<file path="src/hw/div_defs.svh">
/*
 * divider width and bit position macros
 * working values hold guard bits, data bits and extension bits
 */
`ifndef DIV_DEFS_SVH
`define DIV_DEFS_SVH

// dividend, divisor and quotient width
`define DIV_IN_W    16
// fraction bits of all three
`define DIV_FRAC_W  14

// headroom above the data
`define DIV_GUARD_W 3
// extra precision below the data
`define DIV_EXT_W   8
`define DIV_WORK_W  (`DIV_GUARD_W + `DIV_IN_W + `DIV_EXT_W)

// weight of 1.0 in a working value
`define DIV_ONE_POS (`DIV_EXT_W + `DIV_FRAC_W)

// scale table select width
`define DIV_IDX_W   4

`endif

</file>
<file path="src/hw/div_pkg.sv">
/*
 * divider types
 * input, working and table index vectors plus the phase encoding
 */
`default_nettype none

`include "div_defs.svh"

package div_pkg;

    // S1.14 dividend and quotient
    typedef logic signed [`DIV_IN_W-1:0] div_in_t;

    // 2.14 divisor
    typedef logic [`DIV_IN_W-1:0] div_den_in_t;

    // working numerator keeps its sign
    typedef logic signed [`DIV_WORK_W-1:0] work_num_t;

    // working denominator is never negative
    typedef logic [`DIV_WORK_W-1:0] work_den_t;

    typedef logic [`DIV_IDX_W-1:0] scale_idx_t;

    // one operation walks through all four in order
    typedef enum logic [1:0] {
        PH_LOAD   = 2'd0,
        PH_COARSE = 2'd1,
        PH_FINE   = 2'd2,
        PH_DONE   = 2'd3
    } div_phase_t;

endpackage

`default_nettype wire

</file>
<file path="src/hw/div_coarse_scale.sv">
/*
 * divider coarse scale step
 * multiplies both operands by a shift-add factor near 1/den
 * leaves den within 2^-4 of 1.0
 */
`timescale 1ns/100ps
`default_nettype none

`include "div_defs.svh"

module div_coarse_scale
    import div_pkg::*;
(
    input  wire work_num_t num_q,
    input  wire work_den_t den_q,
    output work_num_t      coarse_num,
    output work_den_t      coarse_den
);

    scale_idx_t idx;
    work_num_t  adj_num;
    work_num_t  adj_den;

    // (factor - 1) * x for the sixteenth of [1,2) that den sits in
    // every row aims at the reciprocal of the interval middle
    function automatic work_num_t coarse_adj(input work_num_t x, input scale_idx_t sel);
        case (sel)
            4'd0:  coarse_adj = '0;
            4'd1:  coarse_adj = -(x >>> 4) - (x >>> 6) - (x >>> 7);
            4'd2:  coarse_adj = -(x >>> 3) - (x >>> 7) - (x >>> 9);
            4'd3:  coarse_adj = -(x >>> 2) + (x >>> 4) + (x >>> 7);
            4'd4:  coarse_adj = -(x >>> 2) + (x >>> 5);
            4'd5:  coarse_adj = -(x >>> 2) - (x >>> 7) + (x >>> 9);
            4'd6:  coarse_adj = -(x >>> 2) - (x >>> 5) - (x >>> 7);
            4'd7:  coarse_adj = -(x >>> 2) - (x >>> 4) - (x >>> 7);
            4'd8:  coarse_adj = -(x >>> 2) - (x >>> 4) - (x >>> 5);
            4'd9:  coarse_adj = -(x >>> 2) - (x >>> 3) + (x >>> 9);
            4'd10: coarse_adj = -(x >>> 2) - (x >>> 3) - (x >>> 6);
            4'd11: coarse_adj = -(x >>> 1) + (x >>> 4) + (x >>> 6);
            4'd12: coarse_adj = -(x >>> 1) + (x >>> 4);
            4'd13: coarse_adj = -(x >>> 1) + (x >>> 5) + (x >>> 7);
            4'd14: coarse_adj = -(x >>> 1) + (x >>> 6) + (x >>> 7);
            4'd15: coarse_adj = -(x >>> 1) + (x >>> 7);
        endcase
    endfunction

    // four bits right under the leading one
    assign idx = den_q[`DIV_ONE_POS-1 -: `DIV_IDX_W];

    // den has a clear top bit so the signed view is safe
    assign adj_num = coarse_adj(num_q, idx);
    assign adj_den = coarse_adj(work_num_t'(den_q), idx);

    assign coarse_num = num_q + adj_num;
    // adjustment is zero or negative, modulo add gives the difference
    assign coarse_den = den_q + work_den_t'(adj_den);

endmodule

`default_nettype wire

</file>
<file path="config.mk">
export PLATFORM = sky130hd
export DESIGN_NAME = div_coarse_scale
export DESIGN_NICKNAME = d
export VERILOG_FILES = /design/src/hw/div_pkg.sv /design/src/hw/div_coarse_scale.sv
export VERILOG_INCLUDE_DIRS = /design/src /design/src/hw
export SDC_FILE = /design/constraint.sdc
export NUM_CORES = 2
export LEC_CHECK = 0
export BUFFER_PORTS_ARGS = -buffer_cell sky130_fd_sc_hd__buf_2
export CORE_ASPECT_RATIO = 1.25
export CORE_UTILIZATION = 45
export DETAILED_ROUTE_END_ITERATION = 10
export MAX_ROUTING_LAYER = met4
export PLACE_DENSITY = 0.64
export SLEW_MARGIN = 10
export SYNTH_ARGS = -nofsm -noshare
export SYNTH_HDL_FRONTEND = slang
export SYNTH_SLANG_ARGS = --single-unit
</file>
<file path="constraint.sdc">
create_clock -name vclk -period 21.6
set_clock_uncertainty 0.1 [all_clocks]
set_input_delay 6.48 -clock vclk [all_inputs]
set_output_delay 6.48 -clock vclk [all_outputs]
set_load 0.01 [all_outputs]
</file>
==> flow_metrics.py <==
metrics = {
    "outcome": {
        "outcome": "complete, no violations",
    },
    "synth": {
        "synth.top_cell.area_share_pct": 22.0,
        "synth_commonest_cells": "ha_1, inv_1, a21oi_1",
        "syn_inst": 7212,
        "synth_nets": 8518,
        "synthMostInstantiatedCell": "ha_1",
        "synthTopCellsByArea": "ha_1, fa_1, xnor2_1",
        "yosysTopAreaCell": "ha_1",
        "seq_area_frac_synth_pct": 0,
        "syn_avg_cell_area_sq_um": 7.41,
        "yosysWarnings": 0,
        "yosysUniqueCellTypes": 98,
        "netlist_area_sq_um": 53500,
    },
    "routing": {
        "vias": 58300,
        "totalWireLength_um": 256000,
        "vias_per_cell": 6.47,
        "ant_nets": 0,
        "drc_errors": 0,
        "dr.pass1.iters": 8,
        "routedWlPerCell_um": 28.4,
        "drtIter0Drc": 5065,
    },
    "grt": {
        "grt_max_degree": 50,
        "grtUsageTotal_pct": 42.5,
        "gr-total-overflow": 0,
        "grt_pass1_wl_um": 367000,
        "grt_pass1_vias": 58900,
        "antenna_found_initial": 10,
    },
    "finish": {
        "drive_gt1_share_pct": 6.81,
        "nNetsFinal": 8742,
        "area_delta_synth_final_pct": 8.02,
        "fillCellCount": 12100,
        "nClkBuffers": 0,
        "layout.cells.non_filler": 9013,
        "seq_cells": 0,
        "seq_area_sq_um": 0,
    },
    "clock_tree": {
        "holdBufCountCts": 0,
        "cts_setup_buffers": 0,
    },
    "sta": {
        "hold_viol": 0,
        "setup_viol": 0,
        "finalSetupTns_ns": 0,
        "worst_pin_slew_ns": 1.08,
        "fin_crit_sh_pct": 99.0,
        "drv_slew": 0,
        "relSlewSlack_pct": 28.0,
        "period_minus_slack_ns": 21.38,
        "fmax_ghz": 0.0468,
    },
    "critical_path": {
        "cp-startpoint": "num_q[1]",
        "required_ns": 15.02,
        "cp-start-kind": "input port",
        "critPathArrivalTime_ns": 14.80,
        "timing.critical_path.fanout_max": 5,
        "end_kind": "primary output",
        "critical_path_class": "in2out",
        "slowest_delay_ns": 0.43,
        "critPathMostFrequentCell": "a21oi_1",
        "worst_path_max_delay_cell": "ha_1",
    },
    "placed_design": {
        "dpl.cell_count": 9007,
        "place_congestion": 1.04,
        "io_buffers": 108,
        "hpwl_um": 208000,
    },
    "floorplanning": {
        "ios": 108,
        "core_area_sq_um": 118000,
        "die_w_um": 310,
        "rows": 141,
        "die_y_um": 387,
        "start_util_pct": 45.3,
        "die-area_sq_um": 120000,
    },
    "worst_hold_path": {
        "hold_path_class": "in2out",
        "hp-start": "num_q[0]",
    },
    "flow_run": {
        "drv_cap": 0,
    },
}
## cell type report
cell class	instances	area, sq um	share of cell area, %
diodes	6	15.0	0.0260
repair buffers	387	2690	4.65
multi-input cells	6242	50100	86.7
inverters	805	3020	5.23
well taps	1573	1970	3.41
## per-stage QoR
stage | setup WS [ns] | util [%] | hold slack (ns) | cell area (sq um)
floorplan | 0.884 | - | 13.01 | 53500
global placement | 0.0420 | 48.8 | 13.16 | 57600
detailed placement | 0.121 | 48.8 | 13.17 | 57600
CTS | 0.0844 | 48.8 | 13.17 | 57600
global route | -0.0537 | 48.9 | 13.18 | 57800
finish | 0.219 | 48.9 | 13.17 | 57800
## logic make-up after synthesis
| family | Yosys count | share of synthesized area (%) |
|---|---|---|
| buffers and inverters | 970 | 6.85 |
| xor gates and xnor gates | 784 | 12.8 |
| adders and majority gates | 1252 | 33.7 |
| AOI/OAI and AO/OA | 2359 | 28.9 |
| muxes | 70 | 1.33 |
| and+or+nand+nor | 1777 | 16.3 |
## final timing paths
| check | to | depth (start not counted) |
|---|---|---|
| max | coarse_num[25] | 39 |
| min | coarse_num[0] | 3 |
## layer usage
| metal | up-vias | share of wire, % | wire, um | global-route usage (%) |
|---|---|---|---|---|
| li1 | 26500 | - | - | - |
| met1 | 28100 | 36 | 93200 | 46.1 |
| met2 | 2683 | 47 | 121000 | 71.4 |
| met3 | 999 | 7.2 | 18300 | 4.94 |
| met4 | 0 | 9.1 | 23400 | 30.5 |
| met5 | - | 0 | 0 | - |
## placed cells by master, fill, tap and decap left out, types with 157 or more instances in the layout
cell type    n
nand2_1    438
o21ai_0    394
buf_4      275
nand3_1    178
a21oi_1    636
fa_1       314
xnor2_1    531
inv_1      800
nor2_1     419
xor2_1     247
nor3_1     157
a21o_1     333
ha_1       937
## worst max-delay path, delay by kind of cell
kind | cells | cell delay, ns
buffers and inverters | 6 | 1.10
AND/OR/NAND/NOR | 8 | 1.27
AO/OA/AOI/OAI | 18 | 3.81
adder cells (fa/ha/maj) | 4 | 1.41
XOR/XNOR | 3 | 0.70
## what timing repair did
| item | CTS | global route |
|---|---|---|
| resized for setup | 0 | 50 |
| endpoints found under the setup margin | 0 | 9 |
| endpoints found under the hold margin | 0 | 0 |
