===== src/hw/div_defs.svh =====
/*
 * divider width and bit position macros
 * working values hold guard bits, data bits and extension bits
 */
`ifndef DIV_DEFS_SVH
`define DIV_DEFS_SVH

// dividend, divisor and quotient width
`define DIV_IN_W    16
// fraction bits of all three
`define DIV_FRAC_W  14

// headroom above the data
`define DIV_GUARD_W 3
// extra precision below the data
`define DIV_EXT_W   8
`define DIV_WORK_W  (`DIV_GUARD_W + `DIV_IN_W + `DIV_EXT_W)

// weight of 1.0 in a working value
`define DIV_ONE_POS (`DIV_EXT_W + `DIV_FRAC_W)

// scale table select width
`define DIV_IDX_W   4

`endif


===== src/hw/div_pkg.sv =====
/*
 * divider types
 * input, working and table index vectors plus the phase encoding
 */
`default_nettype none

`include "div_defs.svh"

package div_pkg;

    // S1.14 dividend and quotient
    typedef logic signed [`DIV_IN_W-1:0] div_in_t;

    // 2.14 divisor
    typedef logic [`DIV_IN_W-1:0] div_den_in_t;

    // working numerator keeps its sign
    typedef logic signed [`DIV_WORK_W-1:0] work_num_t;

    // working denominator is never negative
    typedef logic [`DIV_WORK_W-1:0] work_den_t;

    typedef logic [`DIV_IDX_W-1:0] scale_idx_t;

    // one operation walks through all four in order
    typedef enum logic [1:0] {
        PH_LOAD   = 2'd0,
        PH_COARSE = 2'd1,
        PH_FINE   = 2'd2,
        PH_DONE   = 2'd3
    } div_phase_t;

endpackage

`default_nettype wire


===== src/hw/div_operand_regs.sv =====
/*
 * divider working registers
 * numerator and denominator updated once per phase
 * the quotient is read straight from the numerator
 */
`timescale 1ns/100ps
`default_nettype none

`include "div_defs.svh"

module div_operand_regs
    import div_pkg::*;
(
    input  wire             i_clk,
    input  wire             i_rst,
    input  wire             en,
    input  wire div_phase_t phase,
    input  wire work_num_t  norm_num,
    input  wire work_den_t  norm_den,
    input  wire work_num_t  coarse_num,
    input  wire work_den_t  coarse_den,
    input  wire work_num_t  fine_num,
    input  wire work_den_t  fine_den,
    output work_num_t       num_q,
    output work_den_t       den_q,
    output div_in_t         result
);

    work_num_t num_nxt;
    work_den_t den_nxt;

    // next value picked by phase
    always_comb begin
        case (phase)
            PH_LOAD: begin
                num_nxt = norm_num;
                den_nxt = norm_den;
            end
            PH_COARSE: begin
                num_nxt = coarse_num;
                den_nxt = coarse_den;
            end
            PH_FINE: begin
                num_nxt = fine_num;
                den_nxt = fine_den;
            end
            default: begin
                // done holds the quotient
                num_nxt = num_q;
                den_nxt = den_q;
            end
        endcase
    end

    always_ff @(posedge i_clk or posedge i_rst) begin
        if (i_rst) begin
            num_q <= '0;
            den_q <= '0;
        end else if (en) begin
            num_q <= num_nxt;
            den_q <= den_nxt;
        end
    end

    // den is ~1.0 by now so num is the quotient
    assign result = num_q[`DIV_EXT_W +: `DIV_IN_W];

endmodule

`default_nettype wire


===== config.mk =====
export PLATFORM = sky130hd
export DESIGN_NAME = div_operand_regs
export DESIGN_NICKNAME = d
export VERILOG_FILES = /design/src/hw/div_pkg.sv /design/src/hw/div_operand_regs.sv
export VERILOG_INCLUDE_DIRS = /design/src /design/src/hw
export SDC_FILE = /design/constraint.sdc
export NUM_CORES = 1
export LEC_CHECK = 0
export BUFFER_PORTS_ARGS = -buffer_cell sky130_fd_sc_hd__buf_2
export CORE_UTILIZATION = 30
export CTS_CLUSTER_DIAMETER = 80
export DETAILED_ROUTE_END_ITERATION = 10
export GPL_TIMING_DRIVEN = 0
export SLEW_MARGIN = 20
export SYNTH_ARGS = -nofsm -noshare
export SYNTH_HDL_FRONTEND = slang
export SYNTH_SLANG_ARGS = --single-unit

===== constraint.sdc =====
create_clock -name i_clk -period 3.2 [get_ports i_clk]
set_clock_uncertainty 0.05 [all_clocks]
set_input_delay 0.16 -clock i_clk [delete_from_list [all_inputs] [get_ports i_clk]]
set_output_delay 0.16 -clock i_clk [all_outputs]
set_load 0.03 [all_outputs]

==> summary.md <==
| Metric | Value |
|---|---|
| Root Driver | clkbuf_16 |
| Syn Nets | between 400 and 500 |
| Core area | 12,700 um^2 |
| CP Capture Type | flip-flop |
| Worst Tran Pin Value | between 0.6 and 0.7 ns |
| Synthesized cell area | a little under 4000 um^2 |
| Total track usage | between 15 and 20% |
| Bufs on Longest Clock Path | 2 |
| Reg2Reg Launch Point | num_q[14] |
| Tcrit/Tclk final | between 30% and 40% |
| Full die area | approximately 14,000 um^2 |
| Initial antenna violation count | 0 |
| Leak pwr | roughly 2.7 nW |
| Sequential-to-total area share from yosys stat | 34.5% |
| Overall Power | about 2.5 mW |
| Initial Util | ~31% |
| Initial DRC count | about 110 |
| Reg-to-reg endpoint | num_q[14] |
| Distinct cells, synth | 15 |
| Layout net count | 743 |
| Hold endpoint | den_q[16] |
| Endpoints failing setup | 0 |
| Hold Worst Slack | 0.117 ns |
| Pre-CTS setup slack | roughly 1.6 ns |
| Leading area contributor after synthesis | dfrtp_1 |
| Port Buf Inserts | about 240 |
| CP arrival | between 1 and 1.5 ns |
| H-tree depth | 2 |
| Startpoint types | primary input |
| Layout area overhead | 39.7% |
| WS Path Type | in -> reg |
| Status | finished, final reports clean |
| Pwr/cell area | 464 nW/um^2 |
| Fin. Hold Viols | 0 |
| Largest cells by area after synthesis | dfrtp_1 34%, a221oi_2 20%, o31ai_2 17%, nor2b_1 8.6%, buf_6 6.3% |
| Dpl hpwl | about 8900 um |
| Synth top cells by count | 54 x dfrtp_1, 54 x nand2_1, 54 x nor2b_1 |
| Postcts setup bufs | 0 |
| Area share of the largest cell type after synthesis | approximately a third |
| Pin count of the biggest net entering global routing | 55 |
| Reg2reg setup slack | roughly 2.5 ns |
| Clk sinks | between 50 and 60 |
| Antenna Cells | 0 |
| CP required | around 3.3 ns |
| Clock Latency Late Sink | about 0.29 ns |
| Max Freq | 785 MHz |
| Routability cong. | approximately 0.76 |
| Max cap viols | 0 |
| Die height | around 120 um |
| Yosys warns | 0 |
| IO Count | between 200 and 250 |
| Average cell area after synthesis | 11.9 um^2 |
| Detailed-route via count | ~3.5k |
| Detail Route Antenna Nets | 0 |
| Row count | between 40 and 50 |
| TritonCTS Buffers | 5 |
| Routed len/inst | between 15 and 20 um |
| Max Transition Viols Final | 0 |
| Max-slew headroom | 54.3% |
| Drt pass-1 iters | 4 |
| Share of layout cells above drive strength 1 | a little over two thirds |
| R2R cell count | 2 |
| CTS tree | done |
| CP Max Fanout | 10 |
| Hold Crit Class | in -> reg |
| Clock transition at path regs | approximately 0.070 ns |
| Gr ovfl total | 0 |
| Prevailing post-synth register cell | dfrtp_1 |
| #FFs+latches synth | 54 |
| Chip Width | approximately 120 um |
| FILL cells | 1,271 |
| RSZ-0062 raised after global routing | no |
| First-pass GRT wire length | ~18,000 um |
| Hold depth | 3 |
| TNS Setup | 0 ns |
| Final wirelength | 11,300 um |
| Vias per cell | around 4.6 |
| Vias in the first global route | about 3.4k |
| Synth Instances | roughly 330 |
| Post-synth EDFFs | 0 |
| Final worst slack | roughly 1.9 ns |
| Post-synth ARST share | 100% |
| IR drop worst, VDD | around 0.22 mV |
| DRC Markers | 0 |
| Min Tclk post-route | roughly 1.3 ns |
| Hold path start | norm_den[16] |
[flip-flops by register name, indices dropped and copies added (netlist names)]
signal / cells
den_q: 27
num_q: 27
[logic make-up (layout without fill, tap and decap cells)]
family | Yosys count | count (layout) | synth area share [%]
adders and majority gates | 3 | 3 | 0.958
AOI/OAI and AO/OA | 108 | 108 | 37.7
buffers and inverters | 55 | 300 | 12.7
and+or+nand+nor | 109 | 109 | 14.1
DFF | 54 | 54 | 34.5
[power breakdown]
group,total (mW),internal [mW],switching (mW)
clock network,0.549,0.311,0.238
registers,0.863,0.794,0.0688
logic,1.13,0.449,0.681
total,2.54,1.55,0.987
[cell usage in the layout (no fill, tap or decap), types with 2 or more instances in the layout]
cell type	Yosys	final
clkbuf_1	4	5
nand2_1	54	54
clkbuf_16	0	5
buf_2	3	239
buf_6	22	22
buf_4	20	20
o31ai_2	53	53
buf_12	3	3
ha_1	3	3
inv_1	3	2
dfrtp_1	54	54
nor2b_1	54	54
a221oi_2	53	53
[layout make-up]
type | instances | area (um^2) | area share, %
Buffer | 52 | 488 | 8.91
Clock buffer | 7 | 143 | 2.61
Clock inverter | 1 | 5.00 | 0.0914
Inverter | 3 | 13.8 | 0.251
Multi-Input combinational cell | 220 | 2070 | 37.8
Sequential cell | 54 | 1350 | 24.7
Tap cell | 172 | 215 | 3.93
Timing Repair Buffer | 237 | 1190 | 21.8
[critical path: stages]
cell      delay [ns]
buf_2           0.10
inv_1           0.04
ha_1            0.29
buf_6           0.16
buf_12          0.15
buf_12          0.14
a221oi_2        0.24
o31ai_2         0.10
[per-stage QoR]
| stage | cell area [um^2] | util, % | instances |
|---|---|---|---|
| 3_5_place_dp | 5320 | 42.0 | 737 |
| 5_1_grt | 5470 | 43.2 | 746 |
| 2_1_floorplan | 3920 | - | 329 |
| 3_3_place_gp | 5310 | 41.9 | 737 |
| 6_report | 5470 | 43.2 | 746 |
| 4_1_cts | 5470 | 43.2 | 746 |
[routing by layer]
| metal | global-route usage [%] | share of wire (%) |
|---|---|---|
| met2 | 30.9 | 52 |
| met5 | 0 | 0 |
| met1 | 20.3 | 42 |
| met4 | 3.59 | 0.56 |
| met3 | 2.96 | 6.2 |
[worst max-delay path by stage]
stage | endpoint | slack, ns | from
final | num_q[10] | 1.93 | phase[0]
after global routing | num_q[24] | 1.82 | phase[0]
after CTS | num_q[10] | 1.91 | phase[0]
after detailed placement | num_q[10] | 1.60 | phase[0]
after global placement | num_q[24] | 0.89 | i_rst
after floorplan | den_q[0] | 1.68 | i_rst
[repair_timing]
item	in CTS	in global routing
resized for setup	0	0
hold buffers	1	0
endpoints found under the setup margin	0	0
endpoints found under the hold margin	54	0
Power figures use the tool's default switching activity.
