**src/hw/div_defs.svh**
```systemverilog
/*
 * divider width and bit position macros
 * working values hold guard bits, data bits and extension bits
 */
`ifndef DIV_DEFS_SVH
`define DIV_DEFS_SVH

// dividend, divisor and quotient width
`define DIV_IN_W    16
// fraction bits of all three
`define DIV_FRAC_W  14

// headroom above the data
`define DIV_GUARD_W 3
// extra precision below the data
`define DIV_EXT_W   8
`define DIV_WORK_W  (`DIV_GUARD_W + `DIV_IN_W + `DIV_EXT_W)

// weight of 1.0 in a working value
`define DIV_ONE_POS (`DIV_EXT_W + `DIV_FRAC_W)

// scale table select width
`define DIV_IDX_W   4

`endif

```
**src/hw/div_pkg.sv**
```systemverilog
/*
 * divider types
 * input, working and table index vectors plus the phase encoding
 */
`default_nettype none

`include "div_defs.svh"

package div_pkg;

    // S1.14 dividend and quotient
    typedef logic signed [`DIV_IN_W-1:0] div_in_t;

    // 2.14 divisor
    typedef logic [`DIV_IN_W-1:0] div_den_in_t;

    // working numerator keeps its sign
    typedef logic signed [`DIV_WORK_W-1:0] work_num_t;

    // working denominator is never negative
    typedef logic [`DIV_WORK_W-1:0] work_den_t;

    typedef logic [`DIV_IDX_W-1:0] scale_idx_t;

    // one operation walks through all four in order
    typedef enum logic [1:0] {
        PH_LOAD   = 2'd0,
        PH_COARSE = 2'd1,
        PH_FINE   = 2'd2,
        PH_DONE   = 2'd3
    } div_phase_t;

endpackage

`default_nettype wire

```
**src/hw/div_normalizer.sv**
```systemverilog
/*
 * divider input normalizer
 * moves the divisor leading one onto 1.0 and shifts the dividend to match
 */
`timescale 1ns/100ps
`default_nettype none

`include "div_defs.svh"

module div_normalizer
    import div_pkg::*;
(
    input  wire div_in_t     a,
    input  wire div_den_in_t b,
    output work_num_t        norm_num,
    output work_den_t        norm_den
);

    localparam int LEAD_W = $clog2(`DIV_IN_W);

    work_num_t         ext_num;
    work_den_t         ext_den;
    logic [LEAD_W-1:0] lead;

    // both inputs onto the working grid
    // sign copies into the guard bits for a
    assign ext_num = {{`DIV_GUARD_W{a[`DIV_IN_W-1]}}, a, {`DIV_EXT_W{1'b0}}};
    assign ext_den = {{`DIV_GUARD_W{1'b0}}, b, {`DIV_EXT_W{1'b0}}};

    // leading one search
    // upward scan so the highest set bit wins
    // zero divisor falls back to no shift
    always_comb begin
        lead = LEAD_W'(`DIV_FRAC_W);
        for (int i = 0; i < `DIV_IN_W; i++) begin
            if (b[i]) begin
                lead = LEAD_W'(i);
            end
        end
    end

    // same shift on both keeps the ratio
    always_comb begin
        if (lead > LEAD_W'(`DIV_FRAC_W)) begin
            // only the 2.0 bit sits above 1.0
            norm_num = ext_num >>> 1;
            norm_den = ext_den >> 1;
        end else begin
            // plain left shift for num too
            // out-of-range quotients just wrap
            norm_num = ext_num << (`DIV_FRAC_W - lead);
            norm_den = ext_den << (`DIV_FRAC_W - lead);
        end
    end

endmodule

`default_nettype wire

```
**config.mk**
```make
export PLATFORM = sky130hd
export DESIGN_NAME = div_normalizer
export DESIGN_NICKNAME = d
export VERILOG_FILES = /design/src/hw/div_pkg.sv /design/src/hw/div_normalizer.sv
export VERILOG_INCLUDE_DIRS = /design/src /design/src/hw
export SDC_FILE = /design/constraint.sdc
export NUM_CORES = 1
export LEC_CHECK = 0
export ABC_AREA = 1
export BUFFER_PORTS_ARGS = -buffer_cell sky130_fd_sc_hd__buf_2
export CORE_UTILIZATION = 58
export DETAILED_ROUTE_END_ITERATION = 6
export PLACE_DENSITY_LB_ADDON = 0.05
export SETUP_SLACK_MARGIN = 0.05
export SYNTH_ARGS = -nofsm -noshare
export SYNTH_HDL_FRONTEND = slang
export SYNTH_SLANG_ARGS = --single-unit
export TNS_END_PERCENT = 1
```
**constraint.sdc**
```tcl
create_clock -name vclk -period 11.4
set_input_delay 2.85 -clock vclk [all_inputs]
set_output_delay 2.85 -clock vclk [all_outputs]
set_load 0.005 [all_outputs]
```
==> results of run 1 <==
-- logic make-up after synthesis --
kind of cell    count (synthesis)
compound gates                 35
other cells                     1
xor+xnor                        1
fa+ha+maj                       1
buf+inv                       104
simple gates                  375
-- critical path, delay by kind of cell --
family	cells	cell delay [ns]
simple gates	17	1.63
fa+ha+maj	1	0.31
buf+inv	5	1.34
compound gates	1	0.22
-- cells in the mapped netlist, types with 7 or more instances --
master,n,area [µm²]
nor2_1,12,45.0
inv_2,9,33.8
nand3_1,165,826
nand2_1,181,679
buf_4,17,128
a21oi_1,9,45.0
buf_2,15,75.1
o21ai_0,9,45.0
o21ai_1,7,35.0
inv_1,46,173
nand2_2,7,43.8
-- layout make-up --
| type | instances | area, µm² | share of cell area [%] |
|---|---|---|---|
| Timing Repair Buffer | 75 | 383 | 14.4 |
| Inverter | 57 | 216 | 8.15 |
| Multi-Input combinational cell | 426 | 2000 | 75.1 |
| Tap cell | 50 | 62.6 | 2.35 |
-- power breakdown --
group	internal (W)	switching [W]
registers	0	0
clock network	0	0
logic	0.0000551	0.000108
-- per-stage QoR --
stage | worst slack (ns) | utilization (%) | hold WS [ns] | instances | power [W]
finish | 2.18 | 66.0 | 5.97 | 608 | 0.000163
global route | 1.84 | 66.0 | 5.98 | 608 | 0.000182
CTS | 2.27 | 66.0 | 5.98 | 608 | 0.000158
detailed placement | 2.28 | 66.0 | 5.97 | 608 | 0.000158
global placement | 2.37 | 66.0 | 5.97 | 608 | 0.000157
floorplan | 3.54 | - | 5.77 | 530 | 0.000123
-- path summary, 6_finish.rpt --
path | start | to
worst max-delay path | b[3] | norm_num[22]
worst min-delay path | a[0] | norm_num[7]
-- per-layer routing --
| metal | vias to the layer above | wire [µm] | part of all wire, % | track usage, % |
|---|---|---|---|---|
| li1 | 1748 | - | - | - |
| met1 | 1521 | 3520 | 44 | 55.2 |
| met2 | 265 | 3400 | 43 | 53.4 |
| met3 | 6 | 1020 | 13 | 1.01 |
| met4 | 0 | 27 | 0.34 | 1.33 |
| met5 | - | 0 | 0 | 0 |
==> impl_metrics.csv, run 1 <==
group,metric,value,unit
clocking,hold_buffers,0,
timing,tns,0,ns
layout,final_cell_mix,"nand2_1, nand3_1, buf_2",
placed_design,io_buffers,72,
timing,setup_viol,0,
worst_hold_path,whs_path_depth,4,
route,num_vias,3540,
power,ir_worst_vdd,0.0309,mV
worst_setup_path,cpMostUsedCell,"nand2_1",
route,drt-vias-per-instance,5.82,
layout,area_delta_synth_final,7.71,%
clocking,post_cts_buffers,0,
layout,final_nets,593,
yosys,syn-mean-instance-area,4.77,µm²
worst_hold_path,hold_class,"input port to output pin",
yosys,synth_top_family_by_area,"simple AND/OR/NAND/NOR gates",
yosys,yosysUniqueCellTypes,33,
worst_setup_path,crit_type,"input port to output pin",
worst_setup_path,worst_ep_arrival_time,6.37,ns
placed_design,gp_congestion,0.975,
worst_setup_path,crit_fanout,33,
yosys,synth-simple-area-share,68.8,%
yosys,synth.yosys.seq_area_share,0,%
layout,antenna_cells,0,
worst_setup_path,cp_slowest_stage_delay,0.76,ns
timing,max_slew_margin,34.3,%
yosys,synth-adder-area-share,0.507,%
global_route,grt_max_degree,46,
placed_design,dp_hpwl,5.79,mm
yosys,synth_compound_area_share,8.37,%
timing,report.final.slew_viol_count,0,
route,drtIter0Drc,579,
flow_run,maxCapViolations,0,
layout,n_fill_cell,447,
floorplan,die_area,0.00452,mm²
global_route,grt_overflow,0,
worst_setup_path,cp_slowest_cell,"inv_1",
timing,fmax,108,MHz
layout,final_common_cell,"nand2_1",
worst_setup_path,start_kind,"input port",
floorplan,ios,86,
yosys,synthMuxAreaShare,0,%
timing,worst_slew_pin_slew,0.985,ns
worst_setup_path,critPathCaptureType,"output pin",
yosys,synth-xor-area-share,1.12,%
clocking,cts-resized-gates,0,
power,p_per_area,61.2,mW/mm²
yosys,ys.warnings.count,0,
global_route,antenna_found_initial,0,
timing,finalCritPeriodShare,80.9,%
layout,n_clock_buffer,0,
route,drt-wirelength-per-cell,13.1,µm
global_route,grt_pass1_vias,2594,
route,drt_pass1_iterations,5,
layout,seq_cells,0,
yosys,synthCells,517,
worst_setup_path,worst_ep_required_time,8.55,ns
floorplan,die_w,67.2,µm
worst_setup_path,path_cells,"buf_2, inv_1, nand2_1, nand2_1, nand2_1, nand2_1, nand2_1, nand2_1, nand2_1, nand2_1, nand2_1, nand2_1, nand2_1, nand2_2, nand2_2, ha_1, buf_4, inv_1, o21ai_1, nand3_1, nand3_1, nand3_1, nand2_1, buf_2",
timing,rsz0062_at_grt,"no",
floorplan,rows,23,
timing,final_hold_viol_count,0,
placed_design,postPlaceCellArea,0.00266,mm²
global_route,grt_pass1_wl,12.5,mm
yosys,synth_area,0.00247,mm²
floorplan,die_y,67.2,µm
layout,drive_above_1_share,18.1,%
run_status,status,"finished, final reports clean",
power,p_leak,1.66,nW
layout,regArea,0,µm²
route,wl,7.96,mm
layout,postLayoutCellArea,0.00266,mm²
route,ant_nets,0,
floorplan,coreArea,0.00403,mm²
global_route,grt_use_total,34.8,%
timing,fin_crit,9.22,ns
route,route.detailed.drc,0,
floorplan,start_util,61.2,%
No activity file was read; power rests on OpenSTA's default activity.
==> run 2: changes to the inputs <==
Settings changed: ABC_AREA 1 to 0, CORE_UTILIZATION 58 to 47.
Clock period 11.4 ns to 8.4 ns, I/O delays scaled along.
==> run 2 against run 1 <==
Effect of this change:
- synthesized area is 16% lower
- non-clock buffer count is 5 higher
- count of clock-buffer cells in the layout stayed put
- first-iteration DRC count is 32% lower
- flip-flop and latch count stayed put
- critical path depth is 10 lower
- worst hold slack worse by 1.5 ns
- total power is 20% higher
- largest cell class unchanged
- highest routed layer unchanged
==> impl_metrics.csv, run 2 <==
group,metric,value,unit
run_status,status,"finished, final reports clean",
route,ant_nets,0,
floorplan,coreArea,0.00412,mm²
timing,report.final.slew_viol_count,0,
placed_design,gp_congestion,1.00,
timing,setup_viol,0,
yosys,synth.yosys.seq_area_share,0,%
layout,final_cell_mix,"buf_2, nand2_1, mux2i_1",
timing,fmax,136,MHz
clocking,post_cts_buffers,0,
route,drt_pass1_iterations,7,
timing,final_hold_viol_count,0,
yosys,ys.warnings.count,0,
layout,n_clock_buffer,0,
clocking,cts-resized-gates,0,
timing,finalCritPeriodShare,87.7,%
worst_setup_path,worst_ep_arrival_time,5.27,ns
route,drt-vias-per-instance,6.69,
floorplan,ios,86,
route,wl,7.49,mm
clocking,hold_buffers,0,
timing,tns,0,ns
worst_setup_path,critPathCaptureType,"output pin",
floorplan,die_w,68.5,µm
route,drtIter0Drc,396,
floorplan,die_area,0.00469,mm²
timing,worst_slew_pin_slew,0.983,ns
layout,regArea,0,µm²
layout,postLayoutCellArea,0.00236,mm²
yosys,syn-mean-instance-area,6.83,µm²
layout,antenna_cells,0,
floorplan,start_util,50.4,%
placed_design,dp_hpwl,5.42,mm
timing,rsz0062_at_grt,"no",
layout,seq_cells,0,
timing,timing.final.ws_setup,1.03,ns
timing,fin_crit,7.37,ns
global_route,antenna_found_initial,0,
layout,stdcell_count,405,
power,p_per_area,82.6,mW/mm²
layout,n_fill_cell,419,
global_route,grt_pass1_vias,2193,
worst_setup_path,worst_ep_required_time,6.30,ns
yosys,ys_top_cells_by_count,"nand2_1, mux2i_1, o21ai_0",
yosys,synth_area,0.00208,mm²
flow_run,maxCapViolations,0,
worst_setup_path,start_kind,"input port",
floorplan,rows,23,
global_route,grt_pass1_wl,11.5,mm
timing,max_slew_margin,33.9,%
global_route,grt_overflow,0,
route,route.detailed.drc,0,
placed_design,placed_cells,405,
global_route,grt_use_total,32.2,%
power,ir_worst_vdd,0.0361,mV
yosys,yosysUniqueCellTypes,49,
yosys,synth_top_area_share,15.4,%
layout,final_nets,390,
yosys,yosysTopAreaCell,"mux2i_1",
global_route,grt_max_degree,48,
worst_setup_path,crit_type,"input port to output pin",
worst_setup_path,crit_fanout,21,
placed_design,postPlaceCellArea,0.00236,mm²
route,num_vias,2710,
placed_design,pre_cts_ws,1.07,ns
layout,final_common_cell,"buf_2",
power,p_leak,1.09,nW
placed_design,io_buffers,72,
layout,area_delta_synth_final,13.7,%
yosys,yosysMostFrequentCell,"nand2_1",
yosys,synthCells,304,
yosys,netlist_top_cells_area,"mux2i_1, mux4_2, nand2_1",
route,drt-wirelength-per-cell,18.5,µm
floorplan,die_y,68.5,µm
worst_hold_path,hold_class,"input port to output pin",
layout,drive_above_1_share,26.8,%
[run 2: critical path, stage by stage]
cell and delay, ns:
buf_2 0.14, or3b_1 0.40, a311oi_1 0.28, a31o_2 0.17, inv_2 0.04, ha_1 0.23
or4_4 0.55, nand4_1 0.10, buf_4 0.26, nand2_1 0.17, o221ai_1 0.22, o21ai_0 0.18
a221oi_1 0.27, buf_2 0.15
[run 2: per-layer routing]
metal,share of wire [%],vias up,GRT usage (%)
met5,0,-,0
met4,0.23,0,2.08
met3,12,3,4.00
met2,45,186,47.5
met1,43,1260,50.7
li1,-,1261,-
[run 2: area by class of cell]
type | count | area, µm² | area share, %
well taps | 50 | 62.6 | 2.65
inverters | 4 | 15.0 | 0.636
multi-input cells | 271 | 1860 | 78.9
repair buffers | 80 | 420 | 17.8
[run 2: power breakdown]
| part | internal (W) | total [W] | switching [W] |
|---|---|---|---|
| registers | 0 | 0 | 0 |
| clock network | 0 | 0 | 0 |
| logic | 0.0000781 | 0.000195 | 0.000117 |
| total | 0.0000781 | 0.000195 | 0.000117 |
[run 2: cells by family (layout without fill, tap and decap cells)]
family,after synthesis,in the layout,share of synthesized area [%]
AO/OA/AOI/OAI,107,107,35.9
multiplexers,42,42,26.5
AND/OR/NAND/NOR,107,107,24.2
buffers and inverters,46,84,12.6
adder cells (fa/ha/maj),1,1,0.603
other,1,14,0.181
[run 2: final timing paths]
path,from,endpoint,slack [ns],depth (start not counted)
setup / recovery,b[9],norm_num[24],1.03,14
hold / removal,a[5],norm_num[12],4.52,4
[run 2: metrics by stage]
step / utilization, % / hold slack, ns / power (W)
2_1_floorplan: - / 4.28 / 0.000137
3_3_place_gp: 57.4 / 4.51 / 0.000189
3_5_place_dp: 57.4 / 4.52 / 0.000189
4_1_cts: 57.4 / 4.52 / 0.000190
5_1_grt: 57.4 / 4.55 / 0.000212
6_report: 57.4 / 4.52 / 0.000195
==> run 3: changes to the inputs <==
Settings changed: TNS_END_PERCENT 1 to default.
Clock period 8.4 ns to 6.4 ns, I/O delays scaled along.
==> run 3 against run 2 <==
Effect of this change:
- cell count up 1.5%
- non-clock buffer count up 6
- first-iteration DRC count fell by 24%
- sequential share of layout area is the same
- combinational power up 37%
- global-route usage increased by 2.4 points
- setup slack worse by 0.87 ns
- flip-flop and latch count did not move
- die area stayed put
- largest cell class unchanged
==> impl_metrics.csv, run 3 (synthesis results as in run 2) <==
group,metric,value,unit
run_status,status,"finished, final reports clean",
timing,final_hold_viol_count,0,
layout,final_cell_mix,"buf_2, nand2_1, mux2i_1",
placed_design,gp_congestion,1.03,
layout,stdcell_count,411,
power,p_per_area,111,mW/mm²
timing,fmax,160,MHz
route,drt-wirelength-per-cell,19.8,µm
route,drt_pass1_iterations,5,
power,clkPwrFrac,0,%
power,p_leak,1.12,nW
worst_setup_path,cp_slowest_cell,"or4_4",
timing,fin_crit,6.24,ns
timing,rsz0062_at_grt,"yes",
worst_hold_path,hold_class,"input port to output pin",
worst_setup_path,start_kind,"input port",
clocking,post_cts_buffers,0,
timing,max_slew_margin,51.5,%
global_route,antenna_found_initial,0,
timing,setup_viol,0,
worst_setup_path,crit_fanout,7,
power,p_sw,0.000161,W
worst_setup_path,crit_type,"input port to output pin",
floorplan,die_w,68.5,µm
layout,antenna_cells,0,
placed_design,dp_hpwl,5.99,mm
floorplan,start_util,50.4,%
layout,area_delta_synth_final,16.5,%
power,ir_worst_vdd,0.0602,mV
layout,seq_cells,0,
route,num_vias,2786,
global_route,grt_pass1_wl,12.3,mm
global_route,grt_overflow,0,
layout,n_fill_cell,423,
worst_setup_path,path_cells,"buf_2, or3b_1, a311oi_2, a31o_2, inv_2, ha_1, or4_4, nand4_1, nand2_1, o221ai_1, o21ai_1, a221oi_2, buf_2",
route,ant_nets,0,
floorplan,coreArea,0.00412,mm²
timing,tns,0,ns
layout,drive_above_1_share,28.5,%
layout,n_clock_buffer,0,
floorplan,ios,86,
placed_design,io_buffers,72,
power,swShare,60.3,%
layout,regArea,0,µm²
timing,report.final.slew_viol_count,0,
floorplan,die_y,68.5,µm
power,p_int,0.000106,W
route,wl,8.15,mm
worst_setup_path,worst_ep_required_time,4.80,ns
worst_setup_path,critical_path.top_delay_family,"simple AND/OR/NAND/NOR gates",
worst_setup_path,worst_ep_arrival_time,4.64,ns
global_route,grtUsageMet2,53.8,%
placed_design,placed_cells,411,
global_route,use_met3,4.50,%
timing,worst_slew_pin_slew,0.727,ns
layout,final_common_cell,"buf_2",
worst_setup_path,path_buf_inv,3,
power,power_frac_comb,100.0,%
global_route,top_usage_layer,"met2",
worst_setup_path,cp_slowest_stage_delay,0.55,ns
worst_setup_path,critPathCaptureType,"output pin",
route,drtIter0Drc,300,
global_route,grt_pass1_vias,2441,
timing,finalCritPeriodShare,97.5,%
route,route.detailed.drc,0,
global_route,grt_max_degree,29,
clocking,hold_buffers,0,
worst_setup_path,cpMostUsedCell,"buf_2",
floorplan,die_area,0.00469,mm²
global_route,grt_use_total,34.6,%
layout,final_nets,396,
route,drt-vias-per-instance,6.78,
power,p_seq_share,0,%
flow_run,maxCapViolations,0,
floorplan,rows,23,
global_route,met1_usage,50.2,%
==> run 3: stage by stage <==
stage | worst slack (ns) | instance area (µm²) | utilization, % | power, W | hold WS, ns
global placement | 0.235 | 2410 | 58.5 | 0.000258 | 3.51
detailed placement | 0.222 | 2410 | 58.5 | 0.000257 | 3.52
CTS | 0.236 | 2410 | 58.5 | 0.000258 | 3.52
global route | 0.0442 | 2420 | 58.8 | 0.000288 | 3.56
floorplan | 0.248 | 2120 | - | 0.000179 | 3.28
finish | 0.159 | 2420 | 58.8 | 0.000268 | 3.51
==> run 3: metal layers <==
metal  part of all wire, %  wire length, µm
met1                    44             3600
met5                     0                0
met4                  0.38               31
met2                    45             3670
met3                    10              845
==> run 3: layout make-up <==
type | instances | area [µm²] | area share [%]
multi-input combinational | 271 | 1880 | 77.5
inverter | 4 | 15.0 | 0.621
tap | 50 | 62.6 | 2.59
timing repair buffer | 86 | 465 | 19.2
==> run 3: timing repair <==
action	4_1_cts	5_1_grt
gates resized for setup	0	4
endpoints found under the setup margin	0	3
endpoints found under the hold margin	0	0
==> run 3: power groups by stage <==
stage	registers (W)	clock network [W]	logic, W
after global routing	0	0	0.000288
after CTS	0	0	0.000258
final	0	0	0.000268
after detailed placement	0	0	0.000257
after global placement	0	0	0.000258
after floorplan	0	0	0.000179
==> run 3: worst paths after layout <==
| path | cells past startpoint | to | from |
|---|---|---|---|
| max | 13 | norm_num[24] | b[9] |
| min | 4 | norm_num[12] | a[5] |
